[src/design/cae_pers_pkg.sv]
package cae_pers_pkg;

   // *******************************************************************
   // Dispatch word and data widths
   // *******************************************************************
   localparam int INST_W    = 32;
   localparam int DATA_W    = 64;

   // AEG bank
   localparam int NUM_AEG   = 2;
   localparam int AEG_IDX_W = 18;
   localparam int AEG_SEL_W = 1;

   // Instruction fields with the index in the low bits
   localparam int OP_LSB    = 28;
   localparam int OP_W      = 4;
   localparam int CAEP_LSB  = 23;
   localparam int CAEP_W    = 5;

   // Top bit of the counter marks the busy window
   localparam int MIN_BUSY_W   = 6;
   localparam int PE_RESET_ARG = 16;

   // *******************************************************************
   // Encodings
   // *******************************************************************
   typedef enum logic [OP_W-1:0] {
      OP_AEG_WR = 4'd1,
      OP_AEG_RD = 4'd2,
      OP_CAEP   = 4'd3
   } inst_op_e;

   typedef enum logic [CAEP_W-1:0] {
      CAEP_HELLO  = 5'd0,
      CAEP_LAUNCH = 5'd1,
      CAEP_SPARE  = 5'd2
   } caep_e;

   typedef enum logic [2:0] {
      PE_CMD_NONE  = 3'd0,
      PE_CMD_RESET = 3'd1
   } pe_cmd_e;

   // Decoded instruction with every field qualified by the valid strobe
   typedef struct packed {
      logic                 wr;
      logic                 rd;
      logic                 caep_vld;
      caep_e                caep;
      logic [AEG_IDX_W-1:0] aeg_idx;
   } dispatch_t;

   typedef struct packed {
      logic aeg_idx_err;
      logic unimpl_err;
   } cae_exc_t;

   // Command word to the PE chain
   typedef struct packed {
      logic [55:0] payload;
      logic [4:0]  arg;
      pe_cmd_e     cmd;
   } pe_inst_t;

endpackage

[src/design/aeg_regfile.sv]
`timescale 1ns/1ps

module aeg_regfile import cae_pers_pkg::*; (
   input  logic              clk,
   input  logic              reset_per,
   input  dispatch_t         dispatch_i,
   input  logic [DATA_W-1:0] cae_data_i,
   output logic [DATA_W-1:0] ret_data_o,
   output logic              ret_vld_o,
   output logic              aeg_idx_err_o,
   output logic [DATA_W-1:0] aeg0_o
);

   logic [DATA_W-1:0]    aeg_q [NUM_AEG];
   logic [AEG_SEL_W-1:0] sel;
   logic                 idx_ok;
   logic                 wr_en;
   logic [DATA_W-1:0]    ret_data_q;
   logic                 ret_vld_q;
   logic                 idx_err_q;

   // Full index is checked, only the low bits pick the register
   assign idx_ok = dispatch_i.aeg_idx < AEG_IDX_W'(NUM_AEG);
   assign sel    = dispatch_i.aeg_idx[AEG_SEL_W-1:0];
   assign wr_en  = dispatch_i.wr && idx_ok;

   // *******************************************************************
   // Register bank
   // *******************************************************************
   always_ff @(posedge clk) begin
      for (int i = 0; i < NUM_AEG; i++) begin
         if (reset_per) begin
            aeg_q[i] <= '0;
         end else if (wr_en && (sel == AEG_SEL_W'(i))) begin
            aeg_q[i] <= cae_data_i;
         end
      end
   end

   assign aeg0_o = aeg_q[0];

   // *******************************************************************
   // Read return and index error
   // *******************************************************************
   always_ff @(posedge clk) begin
      ret_data_q <= aeg_q[sel];
   end

   always_ff @(posedge clk) begin
      if (reset_per) begin
         ret_vld_q <= 1'b0;
         idx_err_q <= 1'b0;
      end else begin
         ret_vld_q <= dispatch_i.rd && idx_ok;
         idx_err_q <= (dispatch_i.wr || dispatch_i.rd) && !idx_ok;
      end
   end

   assign ret_data_o    = ret_data_q;
   assign ret_vld_o     = ret_vld_q;
   assign aeg_idx_err_o = idx_err_q;

   // Every read answers with exactly one of data or error, never both
   a_read_answer: assert property (
      @(posedge clk) disable iff (reset_per)
      dispatch_i.rd |=> (ret_vld_o != aeg_idx_err_o)
   );

endmodule

[src/design/cae_pers.sv]
`timescale 1ns/1ps

module cae_pers import cae_pers_pkg::*; #(
   parameter int WDOG_W = 22
) (
   input  logic              clk,
   input  logic              reset_per,

   // Dispatch
   input  logic [INST_W-1:0] cae_inst_i,
   input  logic [DATA_W-1:0] cae_data_i,
   input  logic              cae_inst_vld_i,
   output logic [DATA_W-1:0] cae_ret_data_o,
   output logic              cae_ret_data_vld_o,
   output cae_exc_t          cae_exception_o,
   output logic              cae_idle_o,
   output logic              cae_stall_o,

   // PE chain
   output pe_inst_t          pe_inst_o,
   input  logic              pe_busy_i
);

   dispatch_t         dispatch;
   logic              unimpl_err;
   logic              aeg_idx_err;
   logic [DATA_W-1:0] aeg0;

   // *******************************************************************
   // Decode
   // *******************************************************************
   inst_decoder u_inst_decoder (
      .clk            (clk),
      .reset_per      (reset_per),
      .cae_inst_i     (cae_inst_i),
      .cae_inst_vld_i (cae_inst_vld_i),
      .dispatch_o     (dispatch),
      .unimpl_err_o   (unimpl_err)
   );

   // *******************************************************************
   // AEG bank
   // *******************************************************************
   aeg_regfile u_aeg_regfile (
      .clk           (clk),
      .reset_per     (reset_per),
      .dispatch_i    (dispatch),
      .cae_data_i    (cae_data_i),
      .ret_data_o    (cae_ret_data_o),
      .ret_vld_o     (cae_ret_data_vld_o),
      .aeg_idx_err_o (aeg_idx_err),
      .aeg0_o        (aeg0)
   );

   // *******************************************************************
   // Launch and busy tracking
   // *******************************************************************
   launch_ctrl #(
      .WDOG_W (WDOG_W)
   ) u_launch_ctrl (
      .clk        (clk),
      .reset_per  (reset_per),
      .dispatch_i (dispatch),
      .aeg0_i     (aeg0),
      .pe_busy_i  (pe_busy_i),
      .pe_inst_o  (pe_inst_o),
      .idle_o     (cae_idle_o),
      .stall_o    (cae_stall_o)
   );

   // Both error pulses line up one cycle after the strobe
   always_comb begin
      cae_exception_o.aeg_idx_err = aeg_idx_err;
      cae_exception_o.unimpl_err  = unimpl_err;
   end

endmodule

[src/design/inst_decoder.sv]
`timescale 1ns/1ps

module inst_decoder import cae_pers_pkg::*; (
   input  logic              clk,
   input  logic              reset_per,
   input  logic [INST_W-1:0] cae_inst_i,
   input  logic              cae_inst_vld_i,
   output dispatch_t         dispatch_o,
   output logic              unimpl_err_o
);

   inst_op_e op;
   caep_e    caep;
   logic     op_known;
   logic     caep_known;
   logic     unimpl_c;
   logic     unimpl_q;

   assign op   = inst_op_e'(cae_inst_i[OP_LSB +: OP_W]);
   assign caep = caep_e'(cae_inst_i[CAEP_LSB +: CAEP_W]);

   always_comb begin
      case (op)
         OP_AEG_WR, OP_AEG_RD, OP_CAEP: op_known = 1'b1;
         default:                       op_known = 1'b0;
      endcase
      case (caep)
         CAEP_HELLO, CAEP_LAUNCH, CAEP_SPARE: caep_known = 1'b1;
         default:                             caep_known = 1'b0;
      endcase
   end

   // Fields only live while the strobe is up
   always_comb begin
      dispatch_o.wr       = cae_inst_vld_i && (op == OP_AEG_WR);
      dispatch_o.rd       = cae_inst_vld_i && (op == OP_AEG_RD);
      dispatch_o.caep_vld = cae_inst_vld_i && (op == OP_CAEP);
      dispatch_o.caep     = cae_inst_vld_i ? caep : CAEP_HELLO;
      dispatch_o.aeg_idx  = cae_inst_vld_i ? cae_inst_i[AEG_IDX_W-1:0] : '0;
   end

   assign unimpl_c = cae_inst_vld_i && (!op_known || ((op == OP_CAEP) && !caep_known));

   always_ff @(posedge clk) begin
      if (reset_per) begin
         unimpl_q <= 1'b0;
      end else begin
         unimpl_q <= unimpl_c;
      end
   end

   assign unimpl_err_o = unimpl_q;

   // Downstream blocks rely on one kind of request per strobe
   a_one_request: assert property (
      @(posedge clk) disable iff (reset_per)
      $onehot0({dispatch_o.wr, dispatch_o.rd, dispatch_o.caep_vld})
   );

endmodule

[src/design/launch_ctrl.sv]
`timescale 1ns/1ps

module launch_ctrl import cae_pers_pkg::*; #(
   parameter int WDOG_W = 22
) (
   input  logic              clk,
   input  logic              reset_per,
   input  dispatch_t         dispatch_i,
   input  logic [DATA_W-1:0] aeg0_i,
   input  logic              pe_busy_i,
   output pe_inst_t          pe_inst_o,
   output logic              idle_o,
   output logic              stall_o
);

   logic                  launch_c;
   logic                  send_q;
   logic [MIN_BUSY_W-1:0] min_busy_q;
   logic [MIN_BUSY_W-1:0] min_busy_d;
   logic                  reset_win_q;
   logic [WDOG_W-1:0]     wdog_q;
   logic                  wdog_fire;
   logic                  busy;
   pe_inst_t              reset_inst;
   pe_inst_t              pe_inst_d;
   pe_inst_t              pe_inst_q;

   assign launch_c = dispatch_i.caep_vld && (dispatch_i.caep == CAEP_LAUNCH);

   always_ff @(posedge clk) begin
      if (reset_per) begin
         send_q <= 1'b0;
      end else begin
         send_q <= launch_c;
      end
   end

   // *******************************************************************
   // Minimum busy window
   // *******************************************************************
   // Counts from 32 up to the wrap, top bit high the whole way
   always_comb begin
      min_busy_d = min_busy_q;
      if (send_q) begin
         min_busy_d = {1'b1, {(MIN_BUSY_W-1){1'b0}}};
      end else if (min_busy_q[MIN_BUSY_W-1]) begin
         min_busy_d = min_busy_q + 1'b1;
      end
   end

   always_ff @(posedge clk) begin
      if (reset_per) begin
         min_busy_q  <= {1'b1, {(MIN_BUSY_W-1){1'b0}}};
         reset_win_q <= 1'b1;
      end else begin
         min_busy_q <= min_busy_d;
         if (!min_busy_d[MIN_BUSY_W-1]) begin
            reset_win_q <= 1'b0;
         end
      end
   end

   assign busy    = launch_c || send_q || min_busy_q[MIN_BUSY_W-1] || pe_busy_i;
   assign stall_o = busy;
   assign idle_o  = !busy;

   // *******************************************************************
   // Watchdog
   // *******************************************************************
   // A new launch restarts the count
   assign wdog_fire = wdog_q[WDOG_W-1];

   always_ff @(posedge clk) begin
      if (reset_per) begin
         wdog_q <= '0;
      end else if (!busy || launch_c || wdog_fire) begin
         wdog_q <= '0;
      end else begin
         wdog_q <= wdog_q + 1'b1;
      end
   end

   // *******************************************************************
   // PE command register
   // *******************************************************************
   always_comb begin
      reset_inst         = '0;
      reset_inst.cmd     = PE_CMD_RESET;
      reset_inst.arg     = 5'(PE_RESET_ARG);

      pe_inst_d          = '0;
      pe_inst_d.cmd      = PE_CMD_NONE;
      // Reset command wins over a pending launch
      if ((reset_win_q && min_busy_d[MIN_BUSY_W-1]) || wdog_fire) begin
         pe_inst_d = reset_inst;
      end else if (send_q) begin
         pe_inst_d = pe_inst_t'(aeg0_i);
      end
   end

   always_ff @(posedge clk) begin
      if (reset_per) begin
         pe_inst_q <= reset_inst;
      end else begin
         pe_inst_q <= pe_inst_d;
      end
   end

   assign pe_inst_o = pe_inst_q;

   // Launch clears the watchdog, so a forced reset cannot swallow a send
   a_send_vs_wdog: assert property (
      @(posedge clk) disable iff (reset_per)
      !(send_q && wdog_fire)
   );

endmodule

[config.mk]
export PLATFORM = sky130hd
export DESIGN_NAME = cae_pers
export DESIGN_NICKNAME = d
export VERILOG_FILES = /design/src/design/cae_pers_pkg.sv /design/src/design/aeg_regfile.sv /design/src/design/cae_pers.sv /design/src/design/inst_decoder.sv /design/src/design/launch_ctrl.sv
export SDC_FILE = /design/constraint.sdc
export NUM_CORES = 1
export LEC_CHECK = 0
export BUFFER_PORTS_ARGS = -buffer_cell sky130_fd_sc_hd__buf_4
export CORE_ASPECT_RATIO = 0.8
export CORE_MARGIN = 2
export CORE_UTILIZATION = 30
export DETAILED_ROUTE_END_ITERATION = 16
export GPL_TIMING_DRIVEN = 0
export SYNTH_ARGS = -nofsm -noshare
export SYNTH_HDL_FRONTEND = slang
export SYNTH_SLANG_ARGS = --single-unit
[constraint.sdc]
create_clock -name clk -period 4.2 [get_ports clk]
set_clock_uncertainty 0.05 [all_clocks]
set_input_delay 0.21 -clock clk [delete_from_list [all_inputs] [get_ports clk]]
set_output_delay 0.21 -clock clk [all_outputs]
set_load 0.02 [all_outputs]
# After elaboration in Yosys (flattened, before gate mapping)

Memories as Yosys holds them, arrays and structs flattened. A register that Yosys moved wholly into a read port is not among the register bits.
Index checks and enable logic that the tools add are counted.

Word-level logic and storage cells: 75
Flip-flop bits (word level): 97
Bits in writable memories: 128
Output and inout bits: 133
Input bits: 100
Memories kept: 1

Memory list:

| name                | depth | bits a word | rd ports | clocked after memory_dff | write ports | RTL line          | RTL |
|---|---|---|---|---|---|---|---|
| u_aeg_regfile.aeg_q | 2     | 64          | 2        | 1                        | 2           | aeg_regfile.sv:14 | `logic [DATA_W-1:0] aeg_q [NUM_AEG];` |

Eq/ne operators: 6
Magnitude comparators: 1
Bitwise gates (word level): 4
Add/sub/neg operators: 2
Reductions and logical operators: 31
Muxes and demuxes: 17

Operators by type and width:

| cell                                                 | count |
|---|---|
| two-way mux 64 bit                                   | 2 |
| adder 22 x 1 -> 22 bit (second input constant)       | 1 |
| < comparator 18 x 2 -> 1 bit (second input constant) | 1 |
| two-way mux 18 bit                                   | 1 |
| logical AND 1 bit                                    | 12 |
| two-way mux 6 bit                                    | 2 |
| == test 5 x 1 -> 1 bit (second input constant)       | 2 |
| two-way mux 1 bit                                    | 10 |
| OR reduction 3 bit                                   | 3 |
| == test 4 x 2 -> 1 bit (second input constant)       | 2 |
| logical OR 1 bit                                     | 8 |
| two-way mux 8 bit                                    | 1 |
| adder 6 x 1 -> 6 bit (second input constant)         | 1 |
| OR reduction 2 bit                                   | 3 |
| == test 5 x 2 -> 1 bit (second input constant)       | 1 |
| logical NOT 5 bit                                    | 1 |
| two-way mux 5 bit                                    | 1 |
| == test 4 x 1 -> 1 bit (second input constant)       | 1 |
| logical NOT 1 bit                                    | 4 |
| inverter 1 bit                                       | 2 |
| bitwise OR 1 bit                                     | 2 |

# Depth between registers and ports, before layout

Word-level depth: 10
Mapped depth: 6
Gate-level depth less buffers: 5

# By module

From an unflattened synthesis, not the netlist that was laid out.

Cell total of the unflattened synthesis: 823
Area total of the unflattened synthesis: 10471.3 um2

By module, submodules not included:

| module       | sequential area each (um2) | times used | cells each | area each (um2) |
|---|---|---|---|---|
| aeg_regfile  | 5165.0                     | 1          | 506        | 7195.7 |
| launch_ctrl  | 1881.8                     | 1          | 278        | 3004.1 |
| inst_decoder | 20.0                       | 1          | 37         | 256.5 |
| cae_pers     | 0.0                        | 1          | 2          | 15.0 |

# Worst setup path after synthesis

No wires, ideal clock.

Kind: input -> register
Start: in cae_inst_i[17]
End: mem u_aeg_regfile.aeg_q[0][0] (enable)
Required time: 3717 ps
Path buffers: 1
Arrival: 2528 ps
Slack: 1190 ps
Setup time: 433 ps
Cell stages on the path: 5
Path through: nor4_1 and4_1 nand3b_1 clkbuf_1 nand2b_1

RTL lines:

| what               | RTL line          | RTL |
|---|---|---|
| start: declaration | cae_pers.sv:10    | `input logic [INST_W-1:0] cae_inst_i,` |
| end: declaration   | aeg_regfile.sv:14 |  |

==> results.md <==
* Status: finished, final reports clean
* Reg-to-reg endpoint: u_launch_ctrl.wdog_q[20]$_SDFF_PP0_
* Crit start category: primary input
* Io pins at 233
* Layout area overhead at 40.6%
* Final-report hold violation count at 0
* Post-CTS setup buffers at 0
* Max Cap Violations at 0
* Clk buf depth at 3
* R2R Path Start: u_launch_ctrl.wdog_q[0]$_SDFF_PP0_
* DR pass1 iterations at 5
* Wire per inst at 16.2 µm
* P per Cell Area at 446 nW/µm²
* GR Overflow Total at 0
* Post-synth cell types at 39
* Critical Path Slowest Stage Cell: clkbuf_1
* Die height at 168 µm
* Cell Area, Synth at 10100 µm²
* Setup WS post-layout at 1.45 ns
* Setup Viol. Count Final at 0
* Min Hold Slack at 0.0737 ns
* Area of the multi-input gates at 2860 µm²
* R2r worst-path depth at 5
* Area after DPL at 12400 µm²
* Layout cells sized above 1 at 31.3%
* Clock latency on the worst-skew pair at 0.58 ns
* Yosys warning total at 0
* Fill cells at 3110
* Worst EP arrival at 2.98 ns
* Site Rows at 60
* Worst Setup EP: u_aeg_regfile.aeg_q[0][24]$_SDFFCE_PN0P_
* Core Area at 33400 µm²
* Worst path required time at 4.43 ns
* Post-synthesis mux area share at 7.24%
* Placer Congestion at 0.765
* Largest net degree at the start of global routing at 48
* Post-Synth XOR/XNOR Area at 1.65%
* CTS hold repair buffers at 73
* Critical path depth at 8
* Maximum vdd drop at 253 µV
* Least-Margin Pin Slew at 1.06 ns
* DR vias at 6809
* Place WS at 1.38 ns
* Critical path endpoint category: register
* Synth Area per Inst at 12.8 µm²
* PostCTS Resize Cnt at 0
* Max Slew Vio Count at 0
* Syn nets at 888
* I/O Buffers at 226
* Clock net sink count at 289
* CP max stage delay at 0.80 ns
* Total GRT Usage at 14.5%
* Final Critical Period at 2.75 ns
* Die Width at 209 µm
* Synth Instances at 786
* Crit. Startpoint: cae_inst_i[28]
* Number of antenna violations at the first check in global routing at 0
* Achievable frequency at 0.364 GHz
* Sequential cell area at 7070 µm²
* First-pass GRT wire length at 39500 µm
* Synthesized-area fraction occupied by adder cells at 0.248%
* Layout Nets at 1223
* CP bufs+invs at 4
* DRC at 0
* Initial Util at 30.2%
* Vias in the first global route at 7102
* Final worst path period share at 65.5%
* CP Max Fanout at 47
* DR vias/cell at 4.31
* CTS tree: done
* Worst reg2reg setup slack at 2.10 ns
* Final core occ at 42.5%
* RSZ-0062 raised after global routing: no
* Worst slew margin at 29.1%
* Post-synthesis simple-gate area fraction at 18.0%
* Worst-path clk slew at 0.06 ns
* CP top delay family: buffers and inverters
* Die area at 35100 µm²
* Compound-Gate Fraction of Synth Area at 0.992%
* CTS Buf Count at 31
* Sequential share of the synthesized area at 70.0%
* Dpl hpwl at 16600 µm
* Register bit count reported by yosys at 289
* 1st-iter DRT viols at 261
* Post-Route WL at 25500 µm
* Cell leakage power at 5.54 nW
* Design area at 14200 µm²
* Largest family of logic cells by synthesized area: simple AND/OR/NAND/NOR gates
* DRT antenna net count at 0
* Hold crit path type: in2reg
* Total power at 6.33 mW
* Htree depth at 1
* Cell breakdown of the critical path: dlygate4sd3_1, buf_4, nor4b_1, and4_1, nand3b_1, clkbuf_1, nand2b_4, buf_16
* Clk root buf: clkbuf_16
* Crit Path Class: in2reg
* N_diodes at 0
## final cells by class
cell class / instances / area share [%]
clock inverters: 14 / 1.26
multi-input cells: 452 / 20.1
inverters: 5 / 0.132
clock buffers: 44 / 6.09
plain buffers: 40 / 1.22
well taps: 434 / 3.83
flip-flops and latches: 289 / 49.8
repair buffers: 302 / 17.6
## stage by stage
step                      setup TNS (ns)  cells
after global routing                   0   1580
after detailed placement               0   1449
after global placement           -103.26   1446
after CTS                              0   1580
after floorplan                        0    786
final                                  0   1580
## state kept, by name, summed over array words and instances, names as in the netlist
| name | count |
|---|---|
| u_launch_ctrl.reset_win_q | 1 |
| u_aeg_regfile.aeg_q | 128 |
| u_aeg_regfile.ret_data_o | 64 |
| u_launch_ctrl.wdog_q | 22 |
| u_launch_ctrl.send_q | 1 |
| u_aeg_regfile.ret_vld_o | 1 |
| u_inst_decoder.unimpl_err_o | 1 |
| u_launch_ctrl.min_busy_q | 6 |
| u_aeg_regfile.aeg_idx_err_o | 1 |
| u_launch_ctrl.pe_inst_o | 64 |
## worst min-delay path by stage
| stage | from | end | slack, ns | cells after the start |
|---|---|---|---|---|
| 2_1_floorplan | cae_inst_i[28] | u_aeg_regfile.ret_vld_o$_SDFF_PP0_ | 0.24 | 1 |
| 3_3_place_gp | cae_inst_i[28] | u_aeg_regfile.ret_vld_o$_SDFF_PP0_ | 0.38 | 2 |
| 3_5_place_dp | cae_inst_i[28] | u_aeg_regfile.ret_vld_o$_SDFF_PP0_ | 0.37 | 2 |
| 4_1_cts | cae_inst_i[23] | u_launch_ctrl.wdog_q[1]$_SDFF_PP0_ | 0.05 | 4 |
| 5_1_grt | cae_inst_i[23] | u_launch_ctrl.wdog_q[1]$_SDFF_PP0_ | 0.09 | 4 |
| 6_report | cae_inst_i[23] | u_launch_ctrl.wdog_q[1]$_SDFF_PP0_ | 0.07 | 4 |
## worst min-delay path, stage by stage
cell	delay, ns
buf_4	0.11
nand2_1	0.06
or4_4	0.14
and3_1	0.14
## routing by layer
metal	part of all wire, %	vias to the layer above	GRT usage (%)	routed length (µm)
met5	0	-	0	0
met4	2.2	0	4.16	564
met3	5.0	36	3.02	1290
met2	46	183	24.0	11700
met1	47	3251	19.2	12000
li1	-	3339	-	-
## report_power, final
group	internal, mW	total [mW]	switching [mW]
Sequential	3.05	3.09	0.0430
Clock	1.63	2.78	1.15
Combinational	0.238	0.452	0.214
Total	4.91	6.33	1.41
## synthesized netlist by cell type, drive strengths merged
cell	n	area, µm²
or4	3	33.8
inv	5	18.8
or4b	1	10.0
a211oi	1	7.51
and4	3	27.5
nor3	7	35.0
nor2	153	574
nand2b	67	419
mux2	64	721
buf	8	52.5
o21ai	7	35.0
o21a	2	15.0
or2	2	12.5
ha	2	25.0
nand2	12	47.6
or3b	1	8.76
or3	6	37.5
dfxtp	161	3220
a21oi	7	42.5
nor4b	2	17.5
nand3	10	50.1
nor3b	2	15.0
xor2	7	61.3
edfxtp	128	3840
and3	2	12.5
xnor2	12	105
nand3b	1	7.51
mux2i	1	10.0
nand4	7	65.1
and2	62	388
clkbuf	32	120
nor4	8	50.1
## cell families after synthesis
| group | count (synthesis) |
|---|---|
| xor gates and xnor gates | 19 |
| adders and majority gates | 2 |
| AOI/OAI and AO/OA | 17 |
| muxes | 65 |
| and+or+nand+nor | 349 |
| DFF | 289 |
| buffers and inverters | 45 |
## cell usage in the layout, fill, tap and decap left out, types with 3 or more instances in the layout
cell           netlist  layout
a21oi_1              5       5
and2_1              62      62
buf_1                4       4
buf_4                2     228
buf_6                2       3
bufinv_16            0       3
clkbuf_1            32      41
clkbuf_16            0      31
clkbuf_8             0       4
clkinv_2             0       3
dfxtp_1            161     161
dlygate4sd3_1        0      73
edfxtp_1           128     128
inv_1                5       5
mux2_2              64      64
nand2_1             11      11
nand2b_1            67      65
nand3_1             10      10
nand4_1              5       5
nor2_1             153     153
nor3_1               7       7
nor4_1               8       8
o21ai_0              7       7
or3_1                6       6
or4_4                3       3
xnor2_1             12      12
xor2_1               7       7
(Power assumes the default switching activity.)
